--- config.mk ---
export PLATFORM = sky130hd
export DESIGN_NAME = core_top
export DESIGN_NICKNAME = d
export VERILOG_FILES = /design/src/core_pkg.sv /design/src/cdb_if.sv /design/src/alu_stage.sv /design/src/core_top.sv /design/src/free_list.sv /design/src/inst_buffer.sv /design/src/issue_stage.sv /design/src/rename_stage.sv /design/src/reorder_buffer.sv
export SDC_FILE = /design/constraint.sdc
export NUM_CORES = 2
export LEC_CHECK = 0
export BUFFER_PORTS_ARGS = -buffer_cell sky130_fd_sc_hd__buf_2
export CAP_MARGIN = 5
export CELL_PAD_IN_SITES_DETAIL_PLACEMENT = 0
export CELL_PAD_IN_SITES_GLOBAL_PLACEMENT = 1
export CORE_MARGIN = 2
export CORE_UTILIZATION = 45
export DETAILED_ROUTE_END_ITERATION = 10
export PLACE_DENSITY = 0.79
export SLEW_MARGIN = 40
export SYNTH_ARGS = -nofsm -noshare
export SYNTH_HDL_FRONTEND = slang
export SYNTH_HIERARCHICAL = 1
export SYNTH_SLANG_ARGS = --single-unit
--- constraint.sdc ---
create_clock -name clock -period 6.3 [get_ports clock]
set_clock_uncertainty 0.05 [all_clocks]
set_input_delay 0.63 -clock clock [delete_from_list [all_inputs] [get_ports clock]]
set_output_delay 0.63 -clock clock [all_outputs]
set_load 0.005 [all_outputs]
--- src/core_pkg.sv ---
// core_pkg: data word, register index, alu op encoding, instruction struct
package core_pkg;

    ////////////////////////////////////////////////////////////////////////
    // basic types
    ////////////////////////////////////////////////////////////////////////

    typedef logic [31:0] word_t;     // one data word
    typedef logic [4:0]  arch_reg_t; // architectural register index

    localparam int arch_regs = 32;   // r0..r31, r0 reads as zero

    // alu operations
    // shift amount is the low 5 bits of the second operand
    typedef enum logic [2:0] {
        op_add = 3'd0,
        op_sub = 3'd1,
        op_and = 3'd2,
        op_or  = 3'd3,
        op_xor = 3'd4,
        op_sll = 3'd5
    } alu_op_t;

    ////////////////////////////////////////////////////////////////////////
    // instruction as it arrives at the core
    ////////////////////////////////////////////////////////////////////////

    typedef struct packed {
        alu_op_t   op;
        arch_reg_t rd;
        arch_reg_t rs1;
        arch_reg_t rs2;
        word_t     imm;     // replaces rs2 when use_imm set
        logic      use_imm;
    } inst_t;

endpackage

--- src/cdb_if.sv ---
// cdb_if result broadcast bus, dispatch_if rename to issue and rob
`timescale 1ns/1ps

interface cdb_if #(
    parameter int pr_count  = 48,
    parameter int rob_depth = 8
);
    import core_pkg::*;

    logic                         valid;   // one pulse per result
    logic [$clog2(pr_count)-1:0]  tag;     // physical dest tag
    logic [$clog2(rob_depth)-1:0] rob_idx; // entry to mark complete
    word_t                        value;

    modport source (output valid, tag, rob_idx, value);
    modport sink   (input  valid, tag, rob_idx, value);
endinterface

interface dispatch_if #(
    parameter int pr_count  = 48,
    parameter int rob_depth = 8
);
    import core_pkg::*;

    logic                         valid;      // allocation final when high
    alu_op_t                      op;
    word_t                        imm;
    logic                         use_imm;
    logic [$clog2(pr_count)-1:0]  src1_tag;
    logic [$clog2(pr_count)-1:0]  src2_tag;
    logic                         src1_ready;
    logic                         src2_ready;
    logic [$clog2(pr_count)-1:0]  dest_tag;   // 0 for rd == r0
    arch_reg_t                    rd;
    logic [$clog2(pr_count)-1:0]  old_tag;    // previous mapping of rd
    logic [$clog2(rob_depth)-1:0] rob_idx;

    modport source (output valid, op, imm, use_imm, src1_tag, src2_tag, src1_ready,
                    src2_ready, dest_tag, rd, old_tag, rob_idx);
    modport sink   (input  valid, op, imm, use_imm, src1_tag, src2_tag, src1_ready,
                    src2_ready, dest_tag, rd, old_tag, rob_idx);
endinterface

--- src/alu_stage.sv ---
// alu_stage: alu operation and registered result broadcast
`timescale 1ns/1ps

module alu_stage #(
    parameter int pr_count  = 48,
    parameter int rob_depth = 8
) (
    input  logic                         clock,
    input  logic                         reset,
    input  logic                         exec_valid,
    input  core_pkg::alu_op_t            exec_op,
    input  core_pkg::word_t              exec_a,
    input  core_pkg::word_t              exec_b,
    input  logic [$clog2(pr_count)-1:0]  exec_tag,
    input  logic [$clog2(rob_depth)-1:0] exec_rob_idx,
    cdb_if.source                        cdb
);
    import core_pkg::*;

    word_t result;

    always_comb begin
        case (exec_op)
            op_add:  result = exec_a + exec_b;
            op_sub:  result = exec_a - exec_b;
            op_and:  result = exec_a & exec_b;
            op_or:   result = exec_a | exec_b;
            op_xor:  result = exec_a ^ exec_b;
            op_sll:  result = exec_a << exec_b[4:0]; // low 5 bits only
            default: result = '0;
        endcase
    end

    // one cycle to the bus
    always_ff @(posedge clock) begin
        if (reset) begin
            cdb.valid <= 1'b0;
        end else begin
            cdb.valid <= exec_valid;
        end
    end

    always_ff @(posedge clock) begin
        if (exec_valid) begin
            cdb.tag     <= exec_tag;
            cdb.rob_idx <= exec_rob_idx;
            cdb.value   <= (exec_tag == '0) ? '0 : result; // tag 0 means rd r0
        end
    end

endmodule

--- src/core_top.sv ---
// core_top: stage instances, bus interfaces and outside ports of the core
`timescale 1ns/1ps

module core_top #(
    parameter int pr_count  = 48, // physical registers, at least 34
    parameter int rob_depth = 8   // power of two
) (
    input  logic                clock,
    input  logic                reset,
    input  logic                inst_valid,
    input  core_pkg::inst_t     inst,
    output logic                inst_stall,
    output logic                retire_valid,
    output core_pkg::arch_reg_t retire_rd,
    output core_pkg::word_t     retire_value
);
    import core_pkg::*;

    localparam int tag_w = $clog2(pr_count);
    localparam int idx_w = $clog2(rob_depth);

    // fetch side
    logic             held_valid;
    inst_t            held_inst;
    logic             dispatch_stall;

    // tags
    logic             free_valid;
    logic [tag_w-1:0] free_tag;
    logic             alloc;
    logic             release_valid;
    logic [tag_w-1:0] release_tag;

    // rob and issue status
    logic             rob_full;
    logic [idx_w-1:0] rob_tail;
    logic             issue_busy;

    // issue -> alu
    logic             exec_valid;
    alu_op_t          exec_op;
    word_t            exec_a;
    word_t            exec_b;
    logic [tag_w-1:0] exec_tag;
    logic [idx_w-1:0] exec_rob_idx;

    cdb_if      #(.pr_count(pr_count), .rob_depth(rob_depth)) cdb ();
    dispatch_if #(.pr_count(pr_count), .rob_depth(rob_depth)) dis ();

    //////////////////////////////////////////////////////////////////////
    // front end
    //////////////////////////////////////////////////////////////////////

    inst_buffer ib_0 (
        .clock(clock), .reset(reset),
        .inst_valid(inst_valid), .inst(inst), .inst_stall(inst_stall),
        .held_valid(held_valid), .held_inst(held_inst),
        .dispatch_stall(dispatch_stall)
    );

    rename_stage #(.pr_count(pr_count), .rob_depth(rob_depth)) rn_0 (
        .clock(clock), .reset(reset),
        .held_valid(held_valid), .held_inst(held_inst),
        .dispatch_stall(dispatch_stall),
        .free_valid(free_valid), .free_tag(free_tag), .alloc(alloc),
        .rob_full(rob_full), .rob_tail(rob_tail), .issue_busy(issue_busy),
        .dis(dis.source), .cdb(cdb.sink)
    );

    free_list #(.pr_count(pr_count)) fl_0 (
        .clock(clock), .reset(reset),
        .alloc(alloc), .free_valid(free_valid), .free_tag(free_tag),
        .release_valid(release_valid), .release_tag(release_tag)
    );

    //////////////////////////////////////////////////////////////////////
    // back end
    //////////////////////////////////////////////////////////////////////

    issue_stage #(.pr_count(pr_count), .rob_depth(rob_depth)) is_0 (
        .clock(clock), .reset(reset),
        .dis(dis.sink), .cdb(cdb.sink), .issue_busy(issue_busy),
        .exec_valid(exec_valid), .exec_op(exec_op), .exec_a(exec_a), .exec_b(exec_b),
        .exec_tag(exec_tag), .exec_rob_idx(exec_rob_idx)
    );

    alu_stage #(.pr_count(pr_count), .rob_depth(rob_depth)) alu_0 (
        .clock(clock), .reset(reset),
        .exec_valid(exec_valid), .exec_op(exec_op), .exec_a(exec_a), .exec_b(exec_b),
        .exec_tag(exec_tag), .exec_rob_idx(exec_rob_idx),
        .cdb(cdb.source)
    );

    reorder_buffer #(.pr_count(pr_count), .rob_depth(rob_depth)) rob_0 (
        .clock(clock), .reset(reset),
        .dis(dis.sink), .cdb(cdb.sink),
        .rob_full(rob_full), .rob_tail(rob_tail),
        .release_valid(release_valid), .release_tag(release_tag),
        .retire_valid(retire_valid), .retire_rd(retire_rd), .retire_value(retire_value)
    );

endmodule

--- src/free_list.sv ---
// free_list: circular buffer of free physical tags with occupancy count
`timescale 1ns/1ps

module free_list #(
    parameter int pr_count = 48
) (
    input  logic                        clock,
    input  logic                        reset,
    input  logic                        alloc,          // pop head
    output logic                        free_valid,
    output logic [$clog2(pr_count)-1:0] free_tag,
    input  logic                        release_valid,  // push at tail
    input  logic [$clog2(pr_count)-1:0] release_tag
);
    import core_pkg::*;

    localparam int tag_w   = $clog2(pr_count);
    localparam int fl_size = pr_count - arch_regs; // tags beyond the identity map
    localparam int ptr_w   = $clog2(fl_size);
    localparam int cnt_w   = $clog2(fl_size + 1);

    logic [tag_w-1:0] list [fl_size];
    logic [ptr_w-1:0] head, tail;
    logic [cnt_w-1:0] count;

    // wrap at fl_size, not always a power of two
    function automatic logic [ptr_w-1:0] step(input logic [ptr_w-1:0] p);
        return (p == ptr_w'(fl_size - 1)) ? '0 : p + 1'b1;
    endfunction

    assign free_valid = count != '0;
    assign free_tag   = list[head];

    always_ff @(posedge clock) begin
        if (reset) begin
            head  <= '0;
            tail  <= '0;  // full, so tail sits on head
            count <= cnt_w'(fl_size);
            for (int i = 0; i < fl_size; i++) begin
                list[i] <= tag_w'(arch_regs + i);
            end
        end else begin
            if (release_valid) begin
                list[tail] <= release_tag;
                tail       <= step(tail);
            end
            if (alloc) begin
                head <= step(head);
            end
            count <= count + cnt_w'(release_valid) - cnt_w'(alloc);
        end
    end

endmodule

--- src/inst_buffer.sv ---
// inst_buffer: one-entry holding register between the outside and dispatch
`timescale 1ns/1ps

module inst_buffer (
    input  logic            clock,
    input  logic            reset,
    input  logic            inst_valid,
    input  core_pkg::inst_t inst,
    output logic            inst_stall,     // outside holds its instruction
    output logic            held_valid,
    output core_pkg::inst_t held_inst,
    input  logic            dispatch_stall  // level from rename
);
    logic take; // slot empty or leaving this cycle

    // full and stuck -> push back
    assign inst_stall = held_valid && dispatch_stall;
    assign take       = !inst_stall;

    // valid bit
    always_ff @(posedge clock) begin
        if (reset) begin
            held_valid <= 1'b0;
        end else if (take) begin
            held_valid <= inst_valid; // empty again when nothing offered
        end
    end

    // payload only moves when a new instruction is taken
    always_ff @(posedge clock) begin
        if (take && inst_valid) begin
            held_inst <= inst;
        end
    end

endmodule

--- src/issue_stage.sv ---
// issue_stage: one-slot operand wait, physical register file, send to alu
`timescale 1ns/1ps

module issue_stage #(
    parameter int pr_count  = 48,
    parameter int rob_depth = 8
) (
    input  logic                         clock,
    input  logic                         reset,
    dispatch_if.sink                     dis,
    cdb_if.sink                          cdb,
    output logic                         issue_busy,
    output logic                         exec_valid,
    output core_pkg::alu_op_t            exec_op,
    output core_pkg::word_t              exec_a,
    output core_pkg::word_t              exec_b,
    output logic [$clog2(pr_count)-1:0]  exec_tag,
    output logic [$clog2(rob_depth)-1:0] exec_rob_idx
);
    import core_pkg::*;

    localparam int tag_w = $clog2(pr_count);
    localparam int idx_w = $clog2(rob_depth);

    word_t            prf [pr_count];  // physical register file
    logic             held;
    alu_op_t          op_q;
    word_t            imm_q;
    logic             use_imm_q;
    logic [tag_w-1:0] tag1_q, tag2_q, dest_q;
    logic [idx_w-1:0] rob_idx_q;
    logic             r1_q, r2_q;      // operand already in the prf
    logic             hit1, hit2;      // operand on the bus right now
    logic             send;
    word_t            a_val, b_val;

    assign issue_busy = held;
    assign hit1 = cdb.valid && cdb.tag == tag1_q;
    assign hit2 = cdb.valid && cdb.tag == tag2_q;
    assign send = held && (r1_q || hit1) && (r2_q || hit2);

    // ready flag -> prf, otherwise bypass from the bus
    assign a_val = r1_q ? prf[tag1_q] : cdb.value;
    assign b_val = use_imm_q ? imm_q : (r2_q ? prf[tag2_q] : cdb.value);

    //////////////////////////////////////////////////////////////////////
    // control and register file
    //////////////////////////////////////////////////////////////////////

    always_ff @(posedge clock) begin
        if (reset) begin
            held       <= 1'b0;
            exec_valid <= 1'b0;
            for (int i = 0; i < pr_count; i++) begin
                prf[i] <= '0;
            end
        end else begin
            exec_valid <= send;
            if (dis.valid) begin
                held <= 1'b1; // only offered while empty
            end else if (send) begin
                held <= 1'b0;
            end
            if (cdb.valid) begin
                prf[cdb.tag] <= cdb.value;
            end
        end
    end

    // captured instruction, flags follow the bus while waiting
    always_ff @(posedge clock) begin
        if (dis.valid) begin
            op_q      <= dis.op;
            imm_q     <= dis.imm;
            use_imm_q <= dis.use_imm;
            tag1_q    <= dis.src1_tag;
            tag2_q    <= dis.src2_tag;
            dest_q    <= dis.dest_tag;
            rob_idx_q <= dis.rob_idx;
            r1_q      <= dis.src1_ready;
            r2_q      <= dis.src2_ready;
        end else begin
            r1_q <= r1_q || hit1;
            r2_q <= r2_q || hit2;
        end
        if (send) begin
            exec_op      <= op_q;
            exec_a       <= a_val;
            exec_b       <= b_val;
            exec_tag     <= dest_q;
            exec_rob_idx <= rob_idx_q;
        end
    end

endmodule

--- src/rename_stage.sv ---
// rename_stage: map table, per-tag ready bits, dispatch decision
`timescale 1ns/1ps

module rename_stage #(
    parameter int pr_count  = 48,
    parameter int rob_depth = 8
) (
    input  logic                         clock,
    input  logic                         reset,
    input  logic                         held_valid,
    input  core_pkg::inst_t              held_inst,
    output logic                         dispatch_stall,
    input  logic                         free_valid,
    input  logic [$clog2(pr_count)-1:0]  free_tag,
    output logic                         alloc,       // pop the free list
    input  logic                         rob_full,
    input  logic [$clog2(rob_depth)-1:0] rob_tail,
    input  logic                         issue_busy,
    dispatch_if.source                   dis,
    cdb_if.sink                          cdb
);
    import core_pkg::*;

    localparam int tag_w = $clog2(pr_count);

    logic [tag_w-1:0]    map_tbl [arch_regs]; // arch reg -> newest tag
    logic [pr_count-1:0] ready;               // value of tag is in the prf
    logic                need_tag;            // rd != r0
    logic                go;
    logic [tag_w-1:0]    tag1, tag2;
    logic                rdy1, rdy2;

    //////////////////////////////////////////////////////////////////////
    // dispatch decision
    //////////////////////////////////////////////////////////////////////

    assign need_tag       = held_inst.rd != '0;
    assign dispatch_stall = rob_full || issue_busy || (need_tag && !free_valid);
    assign go             = held_valid && !dispatch_stall;
    assign alloc          = go && need_tag;

    // source lookup, a result on the bus this cycle counts as ready
    assign tag1 = map_tbl[held_inst.rs1];
    assign tag2 = map_tbl[held_inst.rs2];
    assign rdy1 = ready[tag1] || (cdb.valid && cdb.tag == tag1);
    assign rdy2 = ready[tag2] || (cdb.valid && cdb.tag == tag2);

    assign dis.valid      = go;
    assign dis.op         = held_inst.op;
    assign dis.imm        = held_inst.imm;
    assign dis.use_imm    = held_inst.use_imm;
    assign dis.src1_tag   = tag1;
    assign dis.src2_tag   = tag2;
    assign dis.src1_ready = rdy1;
    assign dis.src2_ready = held_inst.use_imm || rdy2; // imm needs no wait
    assign dis.dest_tag   = need_tag ? free_tag : '0;  // r0 keeps tag 0
    assign dis.rd         = held_inst.rd;
    assign dis.old_tag    = need_tag ? map_tbl[held_inst.rd] : '0;
    assign dis.rob_idx    = rob_tail;

    //////////////////////////////////////////////////////////////////////
    // map and readiness update
    //////////////////////////////////////////////////////////////////////

    always_ff @(posedge clock) begin
        if (reset) begin
            for (int i = 0; i < arch_regs; i++) begin
                map_tbl[i] <= tag_w'(i); // identity mapping
            end
            ready <= '1;
        end else begin
            if (cdb.valid) begin
                ready[cdb.tag] <= 1'b1;
            end
            // never the same tag as the bus, a free tag has no result in flight
            if (alloc) begin
                map_tbl[held_inst.rd] <= free_tag;
                ready[free_tag]       <= 1'b0;
            end
        end
    end

endmodule

--- src/reorder_buffer.sv ---
// reorder_buffer: in-order completion tracking, retirement, tag release
`timescale 1ns/1ps

module reorder_buffer #(
    parameter int pr_count  = 48,
    parameter int rob_depth = 8
) (
    input  logic                         clock,
    input  logic                         reset,
    dispatch_if.sink                     dis,
    cdb_if.sink                          cdb,
    output logic                         rob_full,
    output logic [$clog2(rob_depth)-1:0] rob_tail,
    output logic                         release_valid,
    output logic [$clog2(pr_count)-1:0]  release_tag,
    output logic                         retire_valid,
    output core_pkg::arch_reg_t          retire_rd,
    output core_pkg::word_t              retire_value
);
    import core_pkg::*;

    localparam int tag_w = $clog2(pr_count);
    localparam int idx_w = $clog2(rob_depth);

    // entry fields
    arch_reg_t            rd_q    [rob_depth];
    logic [tag_w-1:0]     old_q   [rob_depth];
    word_t                value_q [rob_depth];
    logic [rob_depth-1:0] complete;

    logic [idx_w-1:0] head, tail;
    logic [idx_w:0]   count;
    logic             retire_go;

    assign rob_full  = count == (idx_w + 1)'(rob_depth);
    assign rob_tail  = tail;
    assign retire_go = (count != '0) && complete[head];

    //////////////////////////////////////////////////////////////////////
    // pointers and status
    //////////////////////////////////////////////////////////////////////

    always_ff @(posedge clock) begin
        if (reset) begin
            head          <= '0;
            tail          <= '0;
            count         <= '0;
            complete      <= '0;
            retire_valid  <= 1'b0;
            release_valid <= 1'b0;
        end else begin
            retire_valid  <= retire_go;
            release_valid <= retire_go && (old_q[head] != '0); // tag 0 is r0 only
            if (dis.valid) begin
                complete[tail] <= 1'b0;
                tail           <= tail + 1'b1;
            end
            if (cdb.valid) begin
                complete[cdb.rob_idx] <= 1'b1;
            end
            if (retire_go) begin
                head <= head + 1'b1;
            end
            count <= count + (idx_w + 1)'(dis.valid) - (idx_w + 1)'(retire_go);
        end
    end

    // payload
    always_ff @(posedge clock) begin
        if (dis.valid) begin
            rd_q[tail]  <= dis.rd;
            old_q[tail] <= dis.old_tag;
        end
        if (cdb.valid) begin
            value_q[cdb.rob_idx] <= cdb.value;
        end
        if (retire_go) begin
            retire_rd    <= rd_q[head];
            retire_value <= value_q[head];
            release_tag  <= old_q[head];
        end
    end

endmodule
==> results.md <==
- CP Class: reg2reg
- Clk buf depth: 4
- Pre-CTS setup slack: 1.49 ns
- PortBufs: 92
- Fin. Hold Viols: 0
- Final setup viols: 0
- Clk sinks: 3054
- Pin count of the biggest net entering global routing: 107
- Met3 wire len: 65700 um
- Core box area: 343000 um^2
- Synth Instances: 9690
- Util after Layout: 50.3%
- Final antenna-violating net count: 0
- Initial antenna violation count: 47
- Status: finished, final reports clean
- Iter 0 DRT Violations: 16000
- Final WS setup: 1.43 ns
- Critical Path RT: 6.86 ns
- Share of cells above drive strength 1: 27.5%
- Critical-path maximum fanout: 25
- Max-Cap Viols: 0
- Clock Latency Late Sink: 0.92 ns
- Worst-path cell chain: nor2_1 -> buf_4 -> nand2_1 -> o21ai_0 -> inv_1 -> ha_1 -> nor2b_1 -> o2111ai_1 -> a21oi_1 -> or3_1 -> a211oi_2 -> o32ai_1 -> a311oi_2 -> o22ai_1 -> a41o_1
- Ratio of final minimum period to clock period: 77.4%
- Maximum vdd drop: 237 uV
- Highest Signal Layer: met5
- Slew Limit Fails: 0
- Sequential area share after synthesis: 58.4%
- Worst-path clk slew: 0.06 ns
- Top cell family by delay on the critical path: compound AO/OA/AOI/OAI gates
- Fmax: 205 MHz
- #FFs+latches synth: 3054
- Synth warn: 6
- Non-filler cells, final: 14400
- Area Growth Syn to Fin: 11.2%
- Filler cells: 27900
- Startpoint types: register
- Routed len/inst: 37.5 um
- Critical-path top delay cell: edfxtp_1
- Leak: 58.1 nW
- Worst slew margin: 26.4%
- Hold Crit Class: in2reg
- CP bufs+invs: 2
- Clock root buffer: clkbuf_16
- Critical path arrival: 5.44 ns
- Vias: 97300
- Die height: 591 um
- RSZ-0062 raised after global routing: false
- Overall global routing resource usage: 30.7%
- PD cells: 347 nW/um^2
- GRT overflow: 0
- # DRC: 0
- Element type at the critical path end: register
- Yosys cell types: 96
- Met1 WL: 185000 um
- CTS tree: done
- Number of global-route vias before repair: 95900
- Starting Density: 45.2%
- # rows: 215
- Placed instance count: 13800
- Fin nets: 9757
- Post-Synthesis Cell Area: 155000 um^2
- DR WL met2: 246000 um
- Main synth FF type: edfxtp_1
- Vias per cell: 6.75
- Post-synth ARST share: 0%
- Post-Syn Area per Cell: 16.0 um^2
- Final HPWL DP: 358000 um
- Setup tns final: 0 ns
- Routability Congestion: 1.01
- Fin crit period: 4.87 ns
- First-pass GRT wire length: 751000 um
- CTS H-Tree Depth: 5
- Tightest Pin Transition: 1.09 ns
- Critical path's largest stage delay: 0.60 ns
- Routed WL: 542000 um
- TritonRoute pass-1 iters: 7
- Die area: 350000 um^2
- Number of synthesized flops with an enable pin: 2948
- Cts repair resizes: 0
- Num ports: 93
- Die width: 591 um
- CTS Buf Count: 319
==> metrics by stage <==
stage / power [mW] / cell area, um^2 / hold WS, ns
5_1_grt: 61.0 / 172000 / 0.0133
6_report: 59.9 / 173000 / 0.0294
3_5_place_dp: 40.6 / 161000 / 0.355
3_3_place_gp: 40.3 / 161000 / 0.351
4_1_cts: 59.4 / 172000 / 0.00886
2_1_floorplan: 33.8 / 155000 / 0.350
==> cell usage in the layout (no fill, tap or decap), drive strengths merged, types with 69 or more instances in the layout <==
| cell | netlist | final |
|---|---|---|
| a21oi | 205 | 205 |
| a22oi | 269 | 269 |
| and2 | 1644 | 1644 |
| buf | 322 | 481 |
| clkbuf | 636 | 380 |
| clkinv | 2 | 140 |
| dfxtp | 106 | 106 |
| edfxtp | 2948 | 2948 |
| ha | 116 | 116 |
| inv | 125 | 130 |
| mux2 | 69 | 69 |
| mux2i | 240 | 240 |
| mux4 | 1432 | 1432 |
| nand2 | 169 | 169 |
| nand2b | 85 | 85 |
| nor2 | 311 | 311 |
| nor3 | 85 | 85 |
| o21ai | 123 | 123 |
| or2 | 103 | 103 |
| or3 | 92 | 92 |
==> synthesized netlist by cell type (106+ instances only) <==
cell type / number / share of area [%]
mux2i_1: 234 / 1.5
a21oi_1: 203 / 0.65
nand2_1: 169 / 0.41
clkbuf_1: 634 / 1.5
ha_1: 116 / 0.94
mux4_2: 1411 / 20
edfxtp_1: 2948 / 57
and2_1: 1643 / 6.6
inv_1: 123 / 0.30
nor2_1: 306 / 0.74
buf_2: 135 / 0.44
dfxtp_1: 106 / 1.4
a22oi_1: 269 / 1.3
==> report_power, final <==
part | leakage [nW] | internal (mW) | switching, mW
registers | 29.4 | 23.1 | 0.834
logic | 23.7 | 6.49 | 10.4
clock network | 5.03 | 10.9 | 8.19
==> flip-flops by register name, indices dropped and copies added (netlist names), 5 cells and up, named ones only <==
signal / count
rob_0/old_q: 48
rob_0/retire_value: 32
rob_0/complete: 8
rn_0/ready: 48
is_0/exec_tag: 6
is_0/tag1_q: 6
is_0/exec_b: 32
is_0/exec_a: 32
is_0/prf: 2048
alu_0/cdb.value: 32
fl_0/list: 96
rob_0/release_tag: 6
alu_0/cdb.tag: 6
is_0/imm_q: 32
is_0/dest_q: 6
rob_0/retire_rd: 5
ib_0/held_inst: 51
rob_0/rd_q: 40
is_0/tag2_q: 6
rob_0/value_q: 256
fl_0/count: 5
rn_0/map_tbl: 192
==> final cells by class <==
type / instances / area, um^2 / share of cell area, %
Sequential cell: 3054 / 90700 / 52.6
Multi-Input combinational cell: 5556 / 60600 / 35.1
Clock buffer: 380 / 8420 / 4.88
Tap cell: 4557 / 5700 / 3.30
Timing Repair Buffer: 526 / 4680 / 2.71
Clock inverter: 194 / 1920 / 1.11
Inverter: 127 / 477 / 0.276
Antenna cell: 29 / 72.6 / 0.0421
==> routing by layer <==
metal | vias to the layer above | global-route usage [%]
met5 | - | 0
met2 | 7325 | 47.1
met1 | 50500 | 38.5
met3 | 1520 | 7.86
met4 | 28 | 20.8
li1 | 38000 | -
==> repair_timing <==
item | 4_1_cts | 5_1_grt
hold buffers | 45 | 0
hold endpoints to repair | 45 | 0
buffers inserted | 0 | 0
==> logic make-up after synthesis <==
kind of cell | after synthesis | synth area share [%]
flops | 3054 | 58.4
simple gates | 2708 | 10.1
mux | 1741 | 22.9
fa+ha+maj | 119 | 0.974
other cells | 1 | 0.00242
buf+inv | 1085 | 3.08
compound gates | 897 | 4.01
xor+xnor | 85 | 0.480
==> final timing paths <==
| check | end | depth (start not counted) | from | slack [ns] |
|---|---|---|---|---|
| setup / recovery | alu_0/cdb.value[27] | 15 | is_0/exec_op[1] | 1.43 |
| hold / removal | ib_0/held_inst[7] | 1 | inst[7] | 0.03 |
| setup reg to reg | alu_0/cdb.value[27] | 15 | is_0/exec_op[1] | 1.43 |
| hold reg to reg | is_0/imm_q[10] | 0 | ib_0/held_inst[11] | 0.37 |
Note: power is estimated with default switching activity, not from simulation.
